<file path="config.mk">
export PLATFORM = sky130hd
export DESIGN_NAME = decodeStage
export DESIGN_NICKNAME = d
export VERILOG_FILES = /design/src/quplsInstrPkg.sv /design/src/quplsDecodePkg.sv /design/src/decodePrec.sv /design/src/decodeOperands.sv /design/src/decodeSequencer.sv /design/src/decodeCounter.sv /design/src/decodeStage.sv
export VERILOG_INCLUDE_DIRS = /design/src
export SDC_FILE = /design/constraint.sdc
export NUM_CORES = 1
export LEC_CHECK = 0
export BUFFER_PORTS_ARGS = -buffer_cell sky130_fd_sc_hd__buf_2
export CAP_MARGIN = 5
export CELL_PAD_IN_SITES_DETAIL_PLACEMENT = 0
export CELL_PAD_IN_SITES_GLOBAL_PLACEMENT = 2
export CORE_ASPECT_RATIO = 1.1
export CORE_MARGIN = 1.5
export CORE_UTILIZATION = 35
export DETAILED_ROUTE_END_ITERATION = 10
export PLACE_DENSITY_LB_ADDON = 0.1
export RECOVER_POWER = 50
export SYNTH_ARGS = -nofsm -noshare
export SYNTH_HDL_FRONTEND = slang
export SYNTH_SLANG_ARGS = --single-unit
</file>
<file path="constraint.sdc">
create_clock -name clk -period 4.3 [get_ports clk]
set_clock_uncertainty 0.2 [all_clocks]
set_input_delay 1.075 -clock clk [delete_from_list [all_inputs] [get_ports clk]]
set_output_delay 1.075 -clock clk [all_outputs]
set_load 0.005 [all_outputs]
</file>
<file path="src/decodeStage_config.svh">
// Width settings shared by the decode stage and its packages
// The instruction layout in quplsInstrPkg assumes a 40-bit word and 6-bit register numbers
// Prefix payloads are fixed at 32 bits and are not set here

`ifndef DECODESTAGE_CONFIG_SVH
`define DECODESTAGE_CONFIG_SVH

// ====================
// Instruction word
// ====================

// Fetched instruction width in bits
`define INSTR_WIDTH 40

// Width of a register number field
`define REG_WIDTH 6

// ====================
// Decode results
// ====================

// Width of the decoded, sign-extended immediate
`define IMM_WIDTH 64

// Width of the decode and prefix counters
// Both counters stop at all ones instead of wrapping
`define COUNT_WIDTH 16

`endif

</file>
<file path="src/quplsInstrPkg.sv">
// Opcodes and field layouts of the 40-bit instruction word
// Only opcodes handled by the decode stage are listed; other values decode as unknown
// The short immediate form has no struct of its own and is read from the raw view

`include "decodeStage_config.svh"

package quplsInstrPkg;

	// ====================
	// Opcodes
	// ====================

	// Major opcode in bits 6 to 0
	typedef enum logic [6:0] {
		OP_SYS    = 7'd0,
		OP_R2     = 7'd2,
		OP_ADDI   = 7'd4,
		OP_SUBFI  = 7'd5,
		OP_CMPI   = 7'd6,
		OP_ANDI   = 7'd8,
		OP_ORI    = 7'd9,
		OP_EORI   = 7'd10,
		OP_SLTI   = 7'd11,
		OP_ADDSI  = 7'd12,
		OP_ANDSI  = 7'd13,
		OP_ORSI   = 7'd14,
		OP_EORSI  = 7'd15,
		OP_SHIFT  = 7'd16,
		OP_FLT3   = 7'd17,
		OP_MOV    = 7'd18,
		OP_CSR    = 7'd19,
		OP_BSR    = 7'd32,
		OP_FENCE  = 7'd120,
		OP_PFXA32 = 7'd124,
		OP_NOP    = 7'd127
	} opcode_t;

	// ====================
	// Field layouts
	// ====================

	// Register form with three sources and a function code
	// Shift and three-operand float reuse this layout but carry precision at bits 35 to 34
	typedef struct packed {
		logic [6:0] func;
		logic [1:0] prec;
		logic [`REG_WIDTH-1:0] rc;
		logic [`REG_WIDTH-1:0] rb;
		logic [`REG_WIDTH-1:0] ra;
		logic [`REG_WIDTH-1:0] rt;
		opcode_t opcode;
	} r2Fmt_t;

	// Long immediate form with a 19-bit constant in the top bits
	typedef struct packed {
		logic [18:0] imm;
		logic [1:0] prec;
		logic [`REG_WIDTH-1:0] ra;
		logic [`REG_WIDTH-1:0] rt;
		opcode_t opcode;
	} riFmt_t;

	// One fetched word seen through either layout or as plain bits
	// All members are exactly INSTR_WIDTH bits wide
	typedef union packed {
		r2Fmt_t r2;
		riFmt_t ri;
		logic [`INSTR_WIDTH-1:0] raw;
	} instrWord_t;

endpackage

</file>
<file path="src/quplsDecodePkg.sv">
// Enumerations produced and used by the decoders
// Precision codes follow the two-bit field in the instruction word

package quplsDecodePkg;

	// ====================
	// Operand precision
	// ====================

	// Operand size selected by the precision field
	// Instructions without such a field run at octa precision
	typedef enum logic [1:0] {
		PREC_BYTE  = 2'd0,
		PREC_WYDE  = 2'd1,
		PREC_TETRA = 2'd2,
		PREC_OCTA  = 2'd3
	} prec_t;

	// ====================
	// Immediate source
	// ====================

	// Where the immediate constant of an instruction comes from
	// IMM_LONG is the 19-bit field at bits 39 to 21
	// IMM_SHORT is the 22-bit field at bits 39 to 18
	typedef enum logic [1:0] {
		IMM_NONE  = 2'd0,
		IMM_LONG  = 2'd1,
		IMM_SHORT = 2'd2
	} immFmt_t;

	// Prefix payload width that is spliced above either field
	// The prefix sits at instruction bits 39 to 8
	localparam int PrefixBits = 32;

	// Field widths of the two immediate forms
	localparam int LongBits = 19;
	localparam int ShortBits = 22;

endpackage

</file>
<file path="src/decodePrec.sv">
// Operand precision decoder with a registered result
// Unknown opcodes and prefixes decode as octa; the output holds until the next load

`timescale 1ns/1ps

module decodePrec (
	input  logic clk,
	input  logic rstN,
	input  logic load,
	input  quplsInstrPkg::instrWord_t instr,
	output quplsDecodePkg::prec_t prec
);

	// Picks the precision field by the major opcode
	// Each instruction class keeps its precision bits in a different place
	function automatic quplsDecodePkg::prec_t fnPrec(input quplsInstrPkg::instrWord_t ir);
		quplsDecodePkg::prec_t p;
		case (ir.r2.opcode)
			// Register form keeps precision right above Rc
			quplsInstrPkg::OP_R2:
				p = quplsDecodePkg::prec_t'(ir.r2.prec);
			// Long immediate forms have it between Ra and the constant
			quplsInstrPkg::OP_ADDI,
			quplsInstrPkg::OP_SUBFI,
			quplsInstrPkg::OP_CMPI,
			quplsInstrPkg::OP_ANDI,
			quplsInstrPkg::OP_ORI,
			quplsInstrPkg::OP_EORI,
			quplsInstrPkg::OP_SLTI:
				p = quplsDecodePkg::prec_t'(ir.ri.prec);
			// Short immediate forms drop Ra, so the field moves down
			quplsInstrPkg::OP_ADDSI,
			quplsInstrPkg::OP_ANDSI,
			quplsInstrPkg::OP_ORSI,
			quplsInstrPkg::OP_EORSI:
				p = quplsDecodePkg::prec_t'(ir.raw[17:16]);
			// Shift and float forms use part of the function field
			quplsInstrPkg::OP_SHIFT,
			quplsInstrPkg::OP_FLT3:
				p = quplsDecodePkg::prec_t'(ir.raw[35:34]);
			// System, move, CSR, NOP, fence and branch have no precision field
			default:
				p = quplsDecodePkg::PREC_OCTA;
		endcase
		return p;
	endfunction

	// The precision register loads only on an issued instruction
	always_ff @(posedge clk)
	begin
		if (!rstN)
		begin
			prec <= quplsDecodePkg::PREC_BYTE;
		end
		else if (load)
		begin
			prec <= fnPrec(instr);
		end
	end

endmodule

</file>
<file path="src/decodeOperands.sv">
// Register field and immediate decoder with registered results
// A pending prefix is spliced above the immediate field of the issuing instruction
// Instructions without an immediate ignore the prefix and return zero

`timescale 1ns/1ps

`include "decodeStage_config.svh"

module decodeOperands (
	input  logic clk,
	input  logic rstN,
	input  logic load,
	input  quplsInstrPkg::instrWord_t instr,
	input  logic prefixValid,
	input  logic [31:0] prefixData,
	output logic [`REG_WIDTH-1:0] rt,
	output logic [`REG_WIDTH-1:0] ra,
	output logic [`REG_WIDTH-1:0] rb,
	output logic [`IMM_WIDTH-1:0] imm,
	output logic hasImm
);

	localparam int LongBits = quplsDecodePkg::LongBits;
	localparam int ShortBits = quplsDecodePkg::ShortBits;
	localparam int PfxBits = quplsDecodePkg::PrefixBits;

	// Maps an opcode to the immediate field it carries
	// Branches are treated as having no immediate here
	function automatic quplsDecodePkg::immFmt_t fnImmFmt(input quplsInstrPkg::opcode_t op);
		quplsDecodePkg::immFmt_t f;
		case (op)
			quplsInstrPkg::OP_ADDI,
			quplsInstrPkg::OP_SUBFI,
			quplsInstrPkg::OP_CMPI,
			quplsInstrPkg::OP_ANDI,
			quplsInstrPkg::OP_ORI,
			quplsInstrPkg::OP_EORI,
			quplsInstrPkg::OP_SLTI:
				f = quplsDecodePkg::IMM_LONG;
			quplsInstrPkg::OP_ADDSI,
			quplsInstrPkg::OP_ANDSI,
			quplsInstrPkg::OP_ORSI,
			quplsInstrPkg::OP_EORSI:
				f = quplsDecodePkg::IMM_SHORT;
			default:
				f = quplsDecodePkg::IMM_NONE;
		endcase
		return f;
	endfunction

	quplsDecodePkg::immFmt_t fmt;
	logic [LongBits-1:0] longField;
	logic [ShortBits-1:0] shortField;
	logic [`IMM_WIDTH-1:0] nextImm;
	logic [`REG_WIDTH-1:0] nextRa;
	logic [`REG_WIDTH-1:0] nextRb;

	always_comb
	begin
		fmt = fnImmFmt(instr.r2.opcode);
		longField = instr.ri.imm;
		shortField = instr.raw[39:18];
		// The prefix becomes the upper part and its top bit is the sign
		case (fmt)
			quplsDecodePkg::IMM_LONG:
				nextImm = prefixValid
					? {{(`IMM_WIDTH-PfxBits-LongBits){prefixData[PfxBits-1]}}, prefixData, longField}
					: {{(`IMM_WIDTH-LongBits){longField[LongBits-1]}}, longField};
			quplsDecodePkg::IMM_SHORT:
				nextImm = prefixValid
					? {{(`IMM_WIDTH-PfxBits-ShortBits){prefixData[PfxBits-1]}}, prefixData, shortField}
					: {{(`IMM_WIDTH-ShortBits){shortField[ShortBits-1]}}, shortField};
			default:
				nextImm = '0;
		endcase
		// Short forms reuse the Ra bits for immediate and precision
		if (fmt == quplsDecodePkg::IMM_SHORT || instr.r2.opcode == quplsInstrPkg::OP_NOP)
			nextRa = '0;
		else
			nextRa = instr.ri.ra;
		// Only the register form has a second source register
		nextRb = (instr.r2.opcode == quplsInstrPkg::OP_R2) ? instr.r2.rb : '0;
	end

	always_ff @(posedge clk)
	begin
		if (!rstN)
		begin
			rt <= '0;
			ra <= '0;
			rb <= '0;
			imm <= '0;
			hasImm <= 1'b0;
		end
		else if (load)
		begin
			rt <= instr.r2.rt;
			ra <= nextRa;
			rb <= nextRb;
			imm <= nextImm;
			hasImm <= (fmt != quplsDecodePkg::IMM_NONE);
		end
	end

endmodule

</file>
<file path="src/decodeSequencer.sv">
// Classifies each instruction strobe as prefix or issue and holds a pending prefix
// issue and prefixTake are combinational from the strobe; decodeValid lags issue by one cycle
// A later prefix overwrites an earlier one that has not yet been used

`timescale 1ns/1ps

module decodeSequencer (
	input  logic clk,
	input  logic rstN,
	input  logic instrValid,
	input  quplsInstrPkg::opcode_t opcode,
	input  logic [31:0] prefixPayload,
	output logic issue,
	output logic prefixTake,
	output logic prefixValid,
	output logic [31:0] prefixData,
	output logic decodeValid
);

	// PREFIXED means prefixData holds a prefix for the next issue
	typedef enum logic {
		IDLE,
		PREFIXED
	} seqState_t;

	seqState_t state;
	seqState_t nextState;
	logic isPrefix;

	// ====================
	// Strobe classification
	// ====================

	assign isPrefix = (opcode == quplsInstrPkg::OP_PFXA32);
	assign issue = instrValid && !isPrefix;
	assign prefixTake = instrValid && isPrefix;
	assign prefixValid = (state == PREFIXED);

	// A prefix arms the machine and any issue consumes it
	always_comb
	begin
		nextState = state;
		case (state)
			IDLE:
				if (prefixTake)
					nextState = PREFIXED;
			PREFIXED:
				if (issue)
					nextState = IDLE;
			default:
				nextState = IDLE;
		endcase
	end

	always_ff @(posedge clk)
	begin
		if (!rstN)
		begin
			state <= IDLE;
			decodeValid <= 1'b0;
		end
		else
		begin
			state <= nextState;
			decodeValid <= issue;
		end
	end

	// The payload is only read while the state is PREFIXED
	always_ff @(posedge clk)
	begin
		if (prefixTake)
			prefixData <= prefixPayload;
	end

endmodule

</file>
<file path="src/decodeCounter.sv">
// Saturating counters of issued instructions and accepted prefixes
// Counts appear one cycle after the strobe and stay at all ones once full

`timescale 1ns/1ps

`include "decodeStage_config.svh"

module decodeCounter (
	input  logic clk,
	input  logic rstN,
	input  logic issue,
	input  logic prefixTake,
	output logic [`COUNT_WIDTH-1:0] decodeCount,
	output logic [`COUNT_WIDTH-1:0] prefixCount
);

	// Adds one unless the count is already at its ceiling
	function automatic logic [`COUNT_WIDTH-1:0] fnSatInc(input logic [`COUNT_WIDTH-1:0] c);
		logic [`COUNT_WIDTH-1:0] r;
		r = (&c) ? c : c + 1'b1;
		return r;
	endfunction

	always_ff @(posedge clk)
	begin
		if (!rstN)
		begin
			decodeCount <= '0;
			prefixCount <= '0;
		end
		else
		begin
			// The strobes are exclusive but each counter is handled on its own
			if (issue)
				decodeCount <= fnSatInc(decodeCount);
			if (prefixTake)
				prefixCount <= fnSatInc(prefixCount);
		end
	end

endmodule

</file>
<file path="src/decodeStage.sv">
// Decode stage top level for 40-bit instructions, one instruction per strobe
// No back-pressure; results appear one cycle after an issue with a one-cycle decodeValid
// Prefixes produce no result and extend the immediate of the next issued instruction

`timescale 1ns/1ps

`include "decodeStage_config.svh"

module decodeStage (
	input  logic clk,
	input  logic rstN,
	input  logic instrValid,
	input  logic [`INSTR_WIDTH-1:0] instr,
	output logic decodeValid,
	output quplsDecodePkg::prec_t prec,
	output logic [`REG_WIDTH-1:0] rt,
	output logic [`REG_WIDTH-1:0] ra,
	output logic [`REG_WIDTH-1:0] rb,
	output logic [`IMM_WIDTH-1:0] imm,
	output logic hasImm,
	output logic [`COUNT_WIDTH-1:0] decodeCount,
	output logic [`COUNT_WIDTH-1:0] prefixCount
);

	logic issue;
	logic prefixTake;
	logic prefixValid;
	logic [31:0] prefixData;

	// Strobe classification and prefix holding
	decodeSequencer uSeq (
		.clk(clk),
		.rstN(rstN),
		.instrValid(instrValid),
		.opcode(quplsInstrPkg::opcode_t'(instr[6:0])),
		.prefixPayload(instr[39:8]),
		.issue(issue),
		.prefixTake(prefixTake),
		.prefixValid(prefixValid),
		.prefixData(prefixData),
		.decodeValid(decodeValid)
	);

	decodeCounter uCount (
		.clk(clk),
		.rstN(rstN),
		.issue(issue),
		.prefixTake(prefixTake),
		.decodeCount(decodeCount),
		.prefixCount(prefixCount)
	);

	// Both decoders see the raw word and load together on issue
	decodePrec uPrec (
		.clk(clk),
		.rstN(rstN),
		.load(issue),
		.instr(instr),
		.prec(prec)
	);

	decodeOperands uOps (
		.clk(clk),
		.rstN(rstN),
		.load(issue),
		.instr(instr),
		.prefixValid(prefixValid),
		.prefixData(prefixData),
		.rt(rt),
		.ra(ra),
		.rb(rb),
		.imm(imm),
		.hasImm(hasImm)
	);

endmodule

</file>
# [Word level (Yosys, flattened, before mapping)]
# Memories as Yosys holds them, arrays and structs flattened.
# Cells that the tools add are included.
[word_totals] output_inout_bits=118 wordCells=58 ff_bits=151 n_memories=1 mem_bits_ro=32
[memory_table] memory="(no name shown)" words=16 word_bits=2 read_ports=1 rd_ports_with_merged_regs=0 wr=0 line_no="decodeOperands.sv:31" text="case (op)"
[classes] add_sub_neg=2 n_bitwise=3 n_reduce_logical=13 n_mux=10 n_eq_ne=18
[ops] op="two-way mux 64 bit" n=2
[ops] op="case mux 64 bit (2 select lines)" n=1
[ops] op="equality test 7 x 4 -> 1 bit, second input constant" n=8
[ops] op="adder 16 x 1 -> 16 bit, second input constant" n=2
[ops] op="AND reduction 16 bit" n=2
[ops] op="equality test 7 x 3 -> 1 bit, second input constant" n=3
[ops] op="equality test 7 x 5 -> 1 bit, second input constant" n=2
[ops] op="equality test 7 bit, second input constant" n=2
[ops] op="two-way mux 6 bit" n=2
[ops] op="case mux 2 bit (4 select lines)" n=1
[ops] op="equality test 7 x 2 -> 1 bit, second input constant" n=1
[ops] op="OR reduction 7 bit" n=1
[ops] op="AND reduction 2 bit" n=2
[ops] op="OR reduction 4 bit" n=1
[ops] op="zero test 3 bit" n=1
[ops] op="NOT 1 bit" n=3
[ops] op="equality test 2 x 1 -> 1 bit, second input constant" n=1
[ops] op="equality test 2 bit, second input constant" n=1
[ops] op="logical AND 1 bit" n=2
[ops] op="two-way mux 1 bit" n=2
[ops] op="two-way mux 2 bit" n=1
[ops] op="case mux 1 bit (2 select lines)" n=1
[ops] op="nonzero test 2 bit" n=1
[ops] op="OR reduction 2 bit" n=1
[ops] op="2 further kinds" n=2

# [Logic depth before layout (Yosys ltp)]
# Gate-level depths: netlist of the first run.
[depth] ltp_word=5 mapped_depth=12 mapped_depth_nobuf=9

# [Hierarchy]
# Synthesis of the first run repeated with hierarchy kept, for this count alone.
[unflattened] cells_unflattened=634 hier_area_um2=6263.5
[modules_own_cells] module="decodeOperands" instances=1 area_each_um2=3420.8 cells_per_inst=374 seq_area_each_um2=1461.4
[modules_own_cells] module="decodeCounter" instances=1 area_each_um2=1560.2 cells_per_inst=188 seq_area_each_um2=640.6
[modules_own_cells] module="decodeSequencer" instances=1 area_each_um2=1062.3 cells_per_inst=42 seq_area_each_um2=1001.0
[modules_own_cells] module="decodePrec" instances=1 area_each_um2=220.2 cells_per_inst=30 seq_area_each_um2=40.0

# [Worst setup path after synthesis of the first run]
# No wires, ideal clock.
[synth_path] path_type="input-to-reg" from="input port instr[3]" to="register uOps.imm[13]" arrival_ps=2830 setup_slack_ps=1200 path_stages=11 path_cell_list="buf_2 > a21oi_1 > mux2_2 > nand2_1 > inv_1 > ha_1 > clkbuf_1 > clkbuf_1 > clkbuf_1 > a22oi_1 > o2bb2ai_1"
[synth_between] elab_chain_cells=4 word_cells_on_any_way=8
[synth_rtl] item="start: declaration" line_no="decodeStage.sv:13" text="input logic [`INSTR_WIDTH-1:0] instr,"
[synth_rtl] item="memory read (16 x 2 bit)"
[synth_rtl] item="two-way mux 2 bit" line_no="decodeOperands.sv:31"
[synth_rtl] item="equality test 2 bit or equality test 2 x 1 -> 1 bit (tied branches)" line_no="decodeOperands.sv:64" text="case (fmt)"
[synth_rtl] item="case mux 64 bit (2 select lines)" line_no="decodeOperands.sv:64"
[synth_rtl] item="end signal: assignment" line_no="decodeOperands.sv:100" text="imm <= nextImm;"
[synth_rtl] item="end: declaration" line_no="decodeOperands.sv:19" text="output logic [`IMM_WIDTH-1:0] imm,"
# Parallel ways exist; a longest one is shown, timed or not.
# A chain may end at the register's enable or synchronous reset.

# [Worst setup path after layout of the first run]
[layout_path] from="input port instr[0]" to="register uCount.decodeCount[14]"
[layout_between] elab_chain_cells=4
[layout_rtl] item="equality test 7 bit" line_no="decodeSequencer.sv:34" text="assign isPrefix = (opcode == quplsInstrPkg::OP_PFXA32);"
[layout_rtl] item="zero test 1 bit" line_no="decodeSequencer.sv:35" text="assign issue = instrValid && !isPrefix;"
[layout_rtl] item="logical AND 1 bit" line_no="decodeSequencer.sv:35"
[layout_rtl] item="AND reduction 2 bit (no source line)"
[layout_rtl] item="end signal: assignment" line_no="decodeCounter.sv:35" text="decodeCount <= fnSatInc(decodeCount);"
[layout_rtl] item="end: declaration" line_no="decodeCounter.sv:13" text="output logic [`COUNT_WIDTH-1:0] decodeCount,"
# No other way between the ends.

==> metrics.txt, run 1 <==
diodes inserted=0; CTS sink cnt=around 140; DRC=0; vias in the first global route=about 5000; Skew-Pair Late Insertion Delay=~0.42 ns; Resized Gates After CTS=0; Max Cap Violations=0; Critical Path RT=around 4.4 ns; synthesized instance count=~580; RSZ-0062 raised after global routing=false; status=finished, final reports clean; DRT Pass-1 Iters=7; VDD IR max=approximately 0.26 mV; Final Util=0.4409; Rows=50; layout cells sized above 1=0.1877; Startpoint Class=input port; total CTS buffers=17; GPL Wtd Cong=0.7801; total number of vias=~5300; initial DRC count=between 200 and 300; kind of critical path=input port to flop; port bufs=between 150 and 200; Worst Tran Pin Value=~1.3 ns; post-synthesis async set-or-reset flop share=0; period utilization=0.7254; Yosys cell types=60; Post-Syn Area=roughly 6100 sq um; Root Buffer Master=clkbuf_16; H-tree depth=4; CP Capture Type=flop; mux share of post-synthesis cell area=0.01002; die area=18280 sq um; initial antenna violation count=0; adder and majority cell fraction of the synthesized area=0.01023; commonest non-fill, non-tap cell in the layout=dfxtp_1; Max Slew Vio Count=0; synthesis-stage register bit count=around 140; relative slew slack=0.1658; syn_area_per_cell=10.56 sq um; Worst Path Max Fanout=30; final WL=17620 um; largest family of logic cells by synthesized area=compound AO/OA/AOI/OAI gates; pwr/cell area=between 400 and 500 nW/um^2; Initial Util=0.3581; core footprint=roughly 17000 sq um; register clock-pin slew on the reported worst setup and hold paths=approximately 0.06 ns; Via density=about 5.4; Ys Warns=0; Final Hold Vio Count=0; area grow syn2layout=23.12%; syn nets=around 630; chip height=141.6 um; IO Count=between 150 and 200; Post-synth EDFFs=32; post-layout net count=~770; post-CTS setup buffers=0; global-route wire length before repair=27410 um; # hold bufs at CTS=0; setup violators final=0; clk buf depth=2; Min-Delay Path Class=flop to flop; simple-gate area share of the yosys netlist=0.1426; total congestion overflow=0; most frequent cells in the layout=109 x dfxtp_1, 86 x clkbuf_1, 77 x buf_2, 61 x a21oi_1, 53 x o2bb2ai_1; main flop type after synthesis=dfxtp_1; Worst Path Arrival=between 3 and 4 ns; Synth Area in XOR/XNOR=0.001432; fmax=320.6 MHz; post-synthesis compound-gate area fraction=0.2637; Final Power=a little over 3 mW; TritonCTS clock tree=done; Leak=~2.7 nW; Final ANT Viol Nets=0; Tmin final=roughly 3.1 ns; routed len/inst=roughly 18 um; GRT Util Overall=0.1930; Die Wd=about 130 um; HPWL Detailed=12230 um; Total Neg Setup Slack=0 ns; sequential-to-total area share from yosys stat=0.5139; largest net degree at the start of global routing=38
==> worst paths after layout <==
path / from / slack [ns] / endpoint / cells after the start
worst max-delay path: instr[0] / 1.18 / uCount.decodeCount[14] / 6
worst min-delay path: uOps.imm[35] / 0.26 / uOps.imm[35] / 1
worst max register to register: uCount.prefixCount[0] / 1.90 / uCount.prefixCount[11] / 5
worst min register to register: uOps.imm[35] / 0.26 / uOps.imm[35] / 1
==> power by group <==
part	switching (mW)	internal (mW)
Combinational	0.0986	0.0484
Sequential	0.00860	1.37
Clock	0.565	0.955
Total	0.672	2.37
==> synth_stat cells (all sizes together), types with 2 or more instances <==
master / count / area [sq um]
o311ai: 2 / 17.52
nand3: 16 / 85.08
dfxtp: 109 / 2182
nand4: 14 / 127.6
nor4: 7 / 73.82
o2bb2ai: 53 / 464.2
clkbuf: 22 / 82.58
mux2i: 5 / 50.05
nor2: 9 / 41.29
and3: 5 / 31.28
nor3: 4 / 20.02
o41ai: 4 / 35.03
ha: 5 / 62.56
nand2: 41 / 156.4
nand2b: 6 / 37.54
a22o: 40 / 350.3
or3: 4 / 25.02
nor4b: 3 / 32.53
or4: 14 / 105.1
or4b: 2 / 20.02
a22oi: 23 / 172.7
inv: 10 / 37.54
and2: 2 / 12.51
o31ai: 13 / 97.59
o21ai: 10 / 50.05
edfxtp: 32 / 960.9
a41oi: 3 / 26.28
o21a: 2 / 15.01
buf: 34 / 231.5
and4: 5 / 46.29
a21oi: 61 / 305.3
nand3b: 3 / 22.52
==> metal layers <==
metal / vias up / part of all wire / global-route usage
met4: 0 / 0.0095 / 0.05263
met1: 2577 / 0.45 / 0.2429
met3: 12 / 0.046 / 0.05468
met2: 131 / 0.49 / 0.3234
met5: - / 0 / 0
li1: 2533 / - / -
==> worst max-delay path: stages <==
cell and delay [ns]:
clkbuf_1 0.12, or3b_1 0.44, o21ai_0 0.16, clkbuf_1 0.93, nor3_1 0.20, a311oi_1 0.31
==> area by class of cell <==
type	instances	area, sq um
clock buffers	24	514.2
clock inverters	8	101.3
fillers	1726	9549
inverters	11	41.29
multi-input cells	371	2619
flip-flops and latches	141	3143
well taps	234	292.8
repair buffers	175	818.3
==> state kept, by name, summed over array words and instances (netlist names), named ones only <==
register / cells
uCount.decodeCount: 16
uCount.prefixCount: 16
uOps.rb: 6
uOps.imm: 54
uSeq.prefixData: 32
uOps.ra: 6
uOps.hasImm: 1
uSeq.decodeValid: 1
uOps.rt: 6
uPrec.prec: 2
==> cells by family after synthesis <==
| logic type | after synthesis |
|---|---|
| AO/OA/AOI/OAI | 220 |
| flip-flops | 141 |
| adder cells (fa/ha/maj) | 5 |
| buffers and inverters | 67 |
| AND/OR/NAND/NOR | 139 |
| multiplexers | 6 |
| XOR/XNOR | 1 |
==> metrics by stage <==
stage	setup WS, ns	instances	hold slack [ns]	instance area, sq um
finish	1.181	964	0.2561	7530
detailed placement	0.7910	932	0.2445	7032
global placement	0.8586	932	0.2402	7032
CTS	1.222	964	0.2575	7647
global route	0.9658	964	0.2722	7530
floorplan	1.200	579	0.2527	6116
Power figures use the tool's default switching activity.
==> run 2: changes to the inputs <==
Settings changed: ABC_AREA set to 1, CORE_UTILIZATION 35 to 30.
Clock period 4.3 ns to 2.9 ns, I/O delays scaled along.
==> metrics.txt, run 2 <==
total congestion overflow=0; H-tree depth=4; RSZ-0062 raised after global routing=false; Rows=57; setup violators final=0; total number of vias=approximately 6200; relative slew slack=0.1220; Worst Path Arrival=2.51 ns; post-synthesis async set-or-reset flop share=0; Root Buffer Master=clkbuf_16; pwr/cell area=535.0 nW/um^2; Total Neg Setup Slack=0 ns; routed len/inst=around 16 um; max FFs per register=54; total CTS buffers=17; Final Hold Vio Count=0; commonest non-fill, non-tap cell in the layout=nand2_1; Min-Delay Path Class=flop to flop; worst r2r src=uCount.prefixCount[0]; DRT Pass-1 Iters=5; period utilization=0.8180; Post-Syn Area=about 6700 sq um; global-route wire length before repair=34090 um; initial antenna violation count=2; vias in the first global route=slightly above 6000; sequential-to-total area share from yosys stat=0.4681; initial DRC count=around 220; Ys Warns=0; chip height=159.9 um; biggest regs=uOps.imm (54), uSeq.prefixData (32); DRC=0; core footprint=about 22000 sq um; clk buf depth=2; final WL=21420 um; FF-to-FF setup slack=between 0.7 and 0.8 ns; hold path depth=2; Leak=3.213 nW; Via density=4.585; Max Cap Violations=0; Die Wd=145.6 um; Final Power=4.355 mW; die area=about 23000 sq um; IO Count=between 150 and 200; post-synth top area share=0.3250; area grow syn2layout=21.23%; Tmin final=between 2 and 2.5 ns; synthesis-stage register bit count=between 100 and 150; syn nets=~950; cells on worst reg2reg path=7; Worst Path Buf+Inv=1; status=finished, final reports clean; register clock-pin slew on the reported worst setup and hold paths=0.06 ns; Area contributors post-synth=dfxtp_1 33%, nand2_1 18%, edfxtp_1 14%, a21oi_1 6.2%, o21ai_0 5.0%; top-count cell post-synth=nand2_1; TritonCTS clock tree=done; slowest cell on the critical path=nor2_1; Startpoint Class=input port; area leader, netlist=dfxtp_1; Worst Path Max Fanout=14; largest net degree at the start of global routing=53; syn_area_per_cell=7.411 sq um; RR Endpoint=uCount.prefixCount[13]; post-CTS setup buffers=0; Final ANT Viol Nets=0; main flop type after synthesis=dfxtp_1; fmax=421.6 MHz; Post-synth EDFFs=32; VDD IR max=roughly 0.33 mV; Initial Util=0.3047; kind of critical path=input port to flop; layout cells sized above 1=0.1542; Resized Gates After CTS=0; GPL Wtd Cong=0.7758; # hold bufs at CTS=0; most flop-heavy register=uOps.imm; Critical Path RT=3.04 ns; fillcell total=approximately 2400; Max Slew Vio Count=0; Crit. path cell count=8; crit-path max cell delay=0.94 ns; origin of the worst min-delay path=uOps.imm[31]; CP Capture Type=flop; port bufs=160; HPWL Detailed=roughly 15000 um; most frequent cells in the layout=330 x nand2_1, 109 x dfxtp_1, 99 x buf_2, 83 x a21oi_1, 67 x o21ai_0; Top delay family on crit path=simple AND/OR/NAND/NOR gates; GRT Util Overall=0.1877; top cells by count, synth=330 x nand2_1, 109 x dfxtp_1, 83 x a21oi_1, 67 x o21ai_0, 55 x nor2_1; post-layout net count=about 1100; Skew-Pair Late Insertion Delay=0.42 ns; Yosys cell types=28; Worst Tran Pin Value=1.317 ns; critical path, cell by cell=buf_2 -> nand2_1 -> nor2_1 -> nand2_2 -> nand2_4 -> nor2_1 -> nand2_1 -> o21ai_0; CTS sink cnt=approximately 140; Worst Hold End=uOps.imm[31]; synthesized instance count=around 910
## run 2: stage by stage
step                cells  setup WS [ns]  cell area, sq um    util  hold slack [ns]
floorplan             906        0.09623              6714       -           0.2598
global placement     1320         0.1554              7692  0.3491           0.2498
detailed placement   1320         0.1191              7692  0.3491           0.2534
CTS                  1352         0.5595              8239  0.3739           0.2630
global route         1354         0.2821              8139  0.3693           0.2814
finish               1354         0.5279              8139  0.3693           0.2614
## run 2: how the worst max path moves through the flow
stage	slack (ns)	startpoint	to
2_1_floorplan	0.1	instr[6]	uCount.prefixCount[1]
3_3_place_gp	0.16	instr[5]	uOps.imm[22]
3_5_place_dp	0.12	instr[5]	uOps.imm[23]
4_1_cts	0.56	instr[5]	uOps.imm[22]
5_1_grt	0.28	instr[2]	uCount.prefixCount[6]
6_report	0.53	instr[3]	uOps.imm[62]
## run 2: final cells by class
cell class	instances	area, sq um	share of cell area
sequential	141	3143	0.3862
timing repair buffer	175	880.8	0.1082
clock inverter	12	88.84	0.01091
clock buffer	20	457.9	0.05626
inverter	59	221.5	0.02721
multi-input combinational	650	2973	0.3653
tap	295	369.1	0.04535
antenna	2	5.005	0.0006149
## run 2: layer usage
| metal | up-vias | wire, um | share of wire | track usage |
|---|---|---|---|---|
| met5 | - | 0 | 0 | 0 |
| met4 | 0 | 269 | 0.013 | 0.06169 |
| met3 | 14 | 860 | 0.040 | 0.03857 |
| met2 | 129 | 10840 | 0.51 | 0.3310 |
| met1 | 2852 | 9450 | 0.44 | 0.2275 |
| li1 | 3213 | - | - | - |
## run 2: power breakdown
part	internal [mW]	leakage, nW	switching [mW]
clock network	1.15	0.258	0.885
registers	2.03	1.17	0.0124
logic	0.0771	1.79	0.206
## run 2: cells by family after synthesis
| group | Yosys count | share of synthesized area |
|---|---|---|
| simple gates | 455 | 0.2805 |
| compound gates | 176 | 0.1373 |
| flops | 141 | 0.4681 |
| buf+inv | 115 | 0.08647 |
| xor+xnor | 14 | 0.01826 |
| fa+ha+maj | 5 | 0.009318 |
## run 2: worst register-to-register path, delay by kind of cell, from the launching register on
kind / cells / cell delay (ns)
buf+inv: 1 / 0.08
fa+ha+maj: 1 / 0.30
compound gates: 2 / 0.73
simple gates: 3 / 0.38
flops: 1 / 0.42
==> run 3: changes to the inputs <==
Settings changed: CORE_UTILIZATION 30 to 27.
Clock period 2.9 ns to 2 ns, I/O delays scaled along.
==> metrics.txt, run 3 (synthesis results as in run 2) <==
status=finished, final reports clean; metal2 WL=around 11000 um; kind of critical path=input port to flop; initial antenna violation count=0; Die Wd=153.4 um; Non-Filler Instances=1432; setup violators final=0; chip height=roughly 170 um; Comb pwr share=0.073; port bufs=160; DRT Pass-1 Iters=4; total congestion overflow=0; Tmin final=about 1.9 ns; IO Count=between 150 and 200; commonest non-fill, non-tap cell in the layout=nand2_1; # hold bufs at CTS=0; GPL Wtd Cong=about 0.77; post-layout net count=approximately 1200; TritonCTS clock tree=done; global-route wire length before repair=35250 um; Worst Path Arrival=1.99 ns; RSZ-0062 raised after global routing=false; core footprint=between 20000 and 25000 sq um; Root Buffer Master=clkbuf_16; GRT Util Overall=0.1762; final WL=about 23000 um; largest net degree at the start of global routing=between 40 and 50; fmax=between 500 and 600 MHz; fillcell total=about 2700; die area=25820 sq um; CP Capture Type=flop; multi-input logic area=about 3000 sq um; total CTS buffers=17; layout cells sized above 1=0.2148; Min-Delay Path Class=input port to flop; H-tree depth=4; sequential cell area=3143 sq um; Final ANT Viol Nets=0; period utilization=0.9423; register clock-pin slew on the reported worst setup and hold paths=about 0.070 ns; WL met1=9987 um; Rows=60; area grow syn2layout=32.17%; Startpoint Class=input port; DR top layer=met4; Clock Power Share=0.488; Post-DP Area=8312 sq um; Placed Cells=1397; Skew-Pair Late Insertion Delay=~0.42 ns; most frequent cells in the layout=328 x nand2_1, 109 x dfxtp_1, 100 x buf_2, 83 x a21oi_1, 67 x o21ai_0; HPWL Detailed=16840 um; DR WL met3=between 900 and 1000 um; pwr/cell area=758.8 nW/um^2; Cell Int Power=roughly 5.1 mW; switching power=1.649 mW; Max Cap Violations=0; routed len/inst=around 16 um; sw frac=0.2450; relative slew slack=0.7369; Sequential Power Share=0.439; Max Slew Vio Count=0; biggest regs=uOps.imm (54), uSeq.prefixData (32); vias in the first global route=around 6400; Initial Util=0.2743; CTS sink cnt=between 100 and 150; Leak=around 3.6 nW; diodes inserted=0; DRC=0; cell area after layout=8874 sq um; Worst Path Max Fanout=15; total number of vias=about 6400; Worst Tran Pin Value=0.3905 ns; VDD IR max=0.4722 mV; final hold slack=between 0.09 and 0.1 ns; max FFs per register=between 50 and 60; initial DRC count=around 270; Critical Path RT=about 2.1 ns; most flop-heavy register=uOps.imm; Final Hold Vio Count=0; Via density=between 4 and 5; clk buf depth=2
-- run 3: cell count changes in the layout (fill, tap and decap cells not counted), moves of 3 or more --
| cell | delta |
|---|---|
| buf_4 | +55 |
| buf_12 | +7 |
| bufinv_16 | +4 |
| clkinvlp_4 | -4 |
| inv_1 | -3 |
| nor2_1 | -3 |
| nor2_4 | +3 |
-- run 3: path summary, 6_finish.rpt --
check | slack [ns] | endpoint | start | depth (start not counted)
max reg2reg | 0.19 | uCount.decodeCount[1] | uCount.decodeCount[1] | 9
min | 0.09 | uOps.rt[0] | instr[7] | 3
min reg2reg | 0.26 | uOps.imm[46] | uOps.imm[46] | 2
max | 0.12 | uOps.imm[62] | instr[3] | 10
-- run 3: repair_timing --
action                                  in CTS  in global routing
endpoints found under the setup margin       0                 60
buffers inserted                             0                  3
gates resized for setup                      0                  5
-- run 3: critical path, stage by stage --
cell	delay, ns
buf_2	0.12
inv_1	0.07
nand3_1	0.07
nand2_1	0.11
nand2_2	0.09
ha_2	0.24
buf_4	0.20
o21ai_0	0.33
buf_4	0.17
o21ai_0	0.07
-- run 3: power by group through the flow --
| stage | clock network [mW] | logic (mW) | registers (mW) |
|---|---|---|---|
| after CTS | 3.40 | 0.513 | 2.95 |
| final | 3.29 | 0.493 | 2.95 |
| after global routing | 3.49 | 0.549 | 2.96 |
| after floorplan | 0 | 0.252 | 3.02 |
| after global placement | 0 | 0.516 | 3.02 |
| after detailed placement | 0 | 0.512 | 3.02 |
-- run 3: stage by stage --
step / TNS (ns) / power, mW / setup slack (ns) / util
4_1_cts: 0 / 6.865 / 0.05456 / 0.3640
2_1_floorplan: -1.068 / 3.270 / -0.1210 / -
3_5_place_dp: -18.78 / 3.529 / -0.3918 / 0.3396
3_3_place_gp: -17.11 / 3.533 / -0.3879 / 0.3396
5_1_grt: 0 / 6.995 / 0.01887 / 0.3626
6_report: 0 / 6.733 / 0.1155 / 0.3626
-- run 3: per-layer routing --
metal	vias to the layer above	track usage
li1	3340	-
met1	2944	0.2069
met3	24	0.03758
met4	0	0.05656
met2	115	0.3190
met5	-	0
-- run 3: layout make-up --
cell class                 count  area share
multi-input combinational    650      0.3407
sequential                   141      0.3542
tap                          310     0.04371
timing repair buffer         240      0.1650
inverter                      59     0.02933
clock inverter                14     0.01875
clock buffer                  18     0.04836
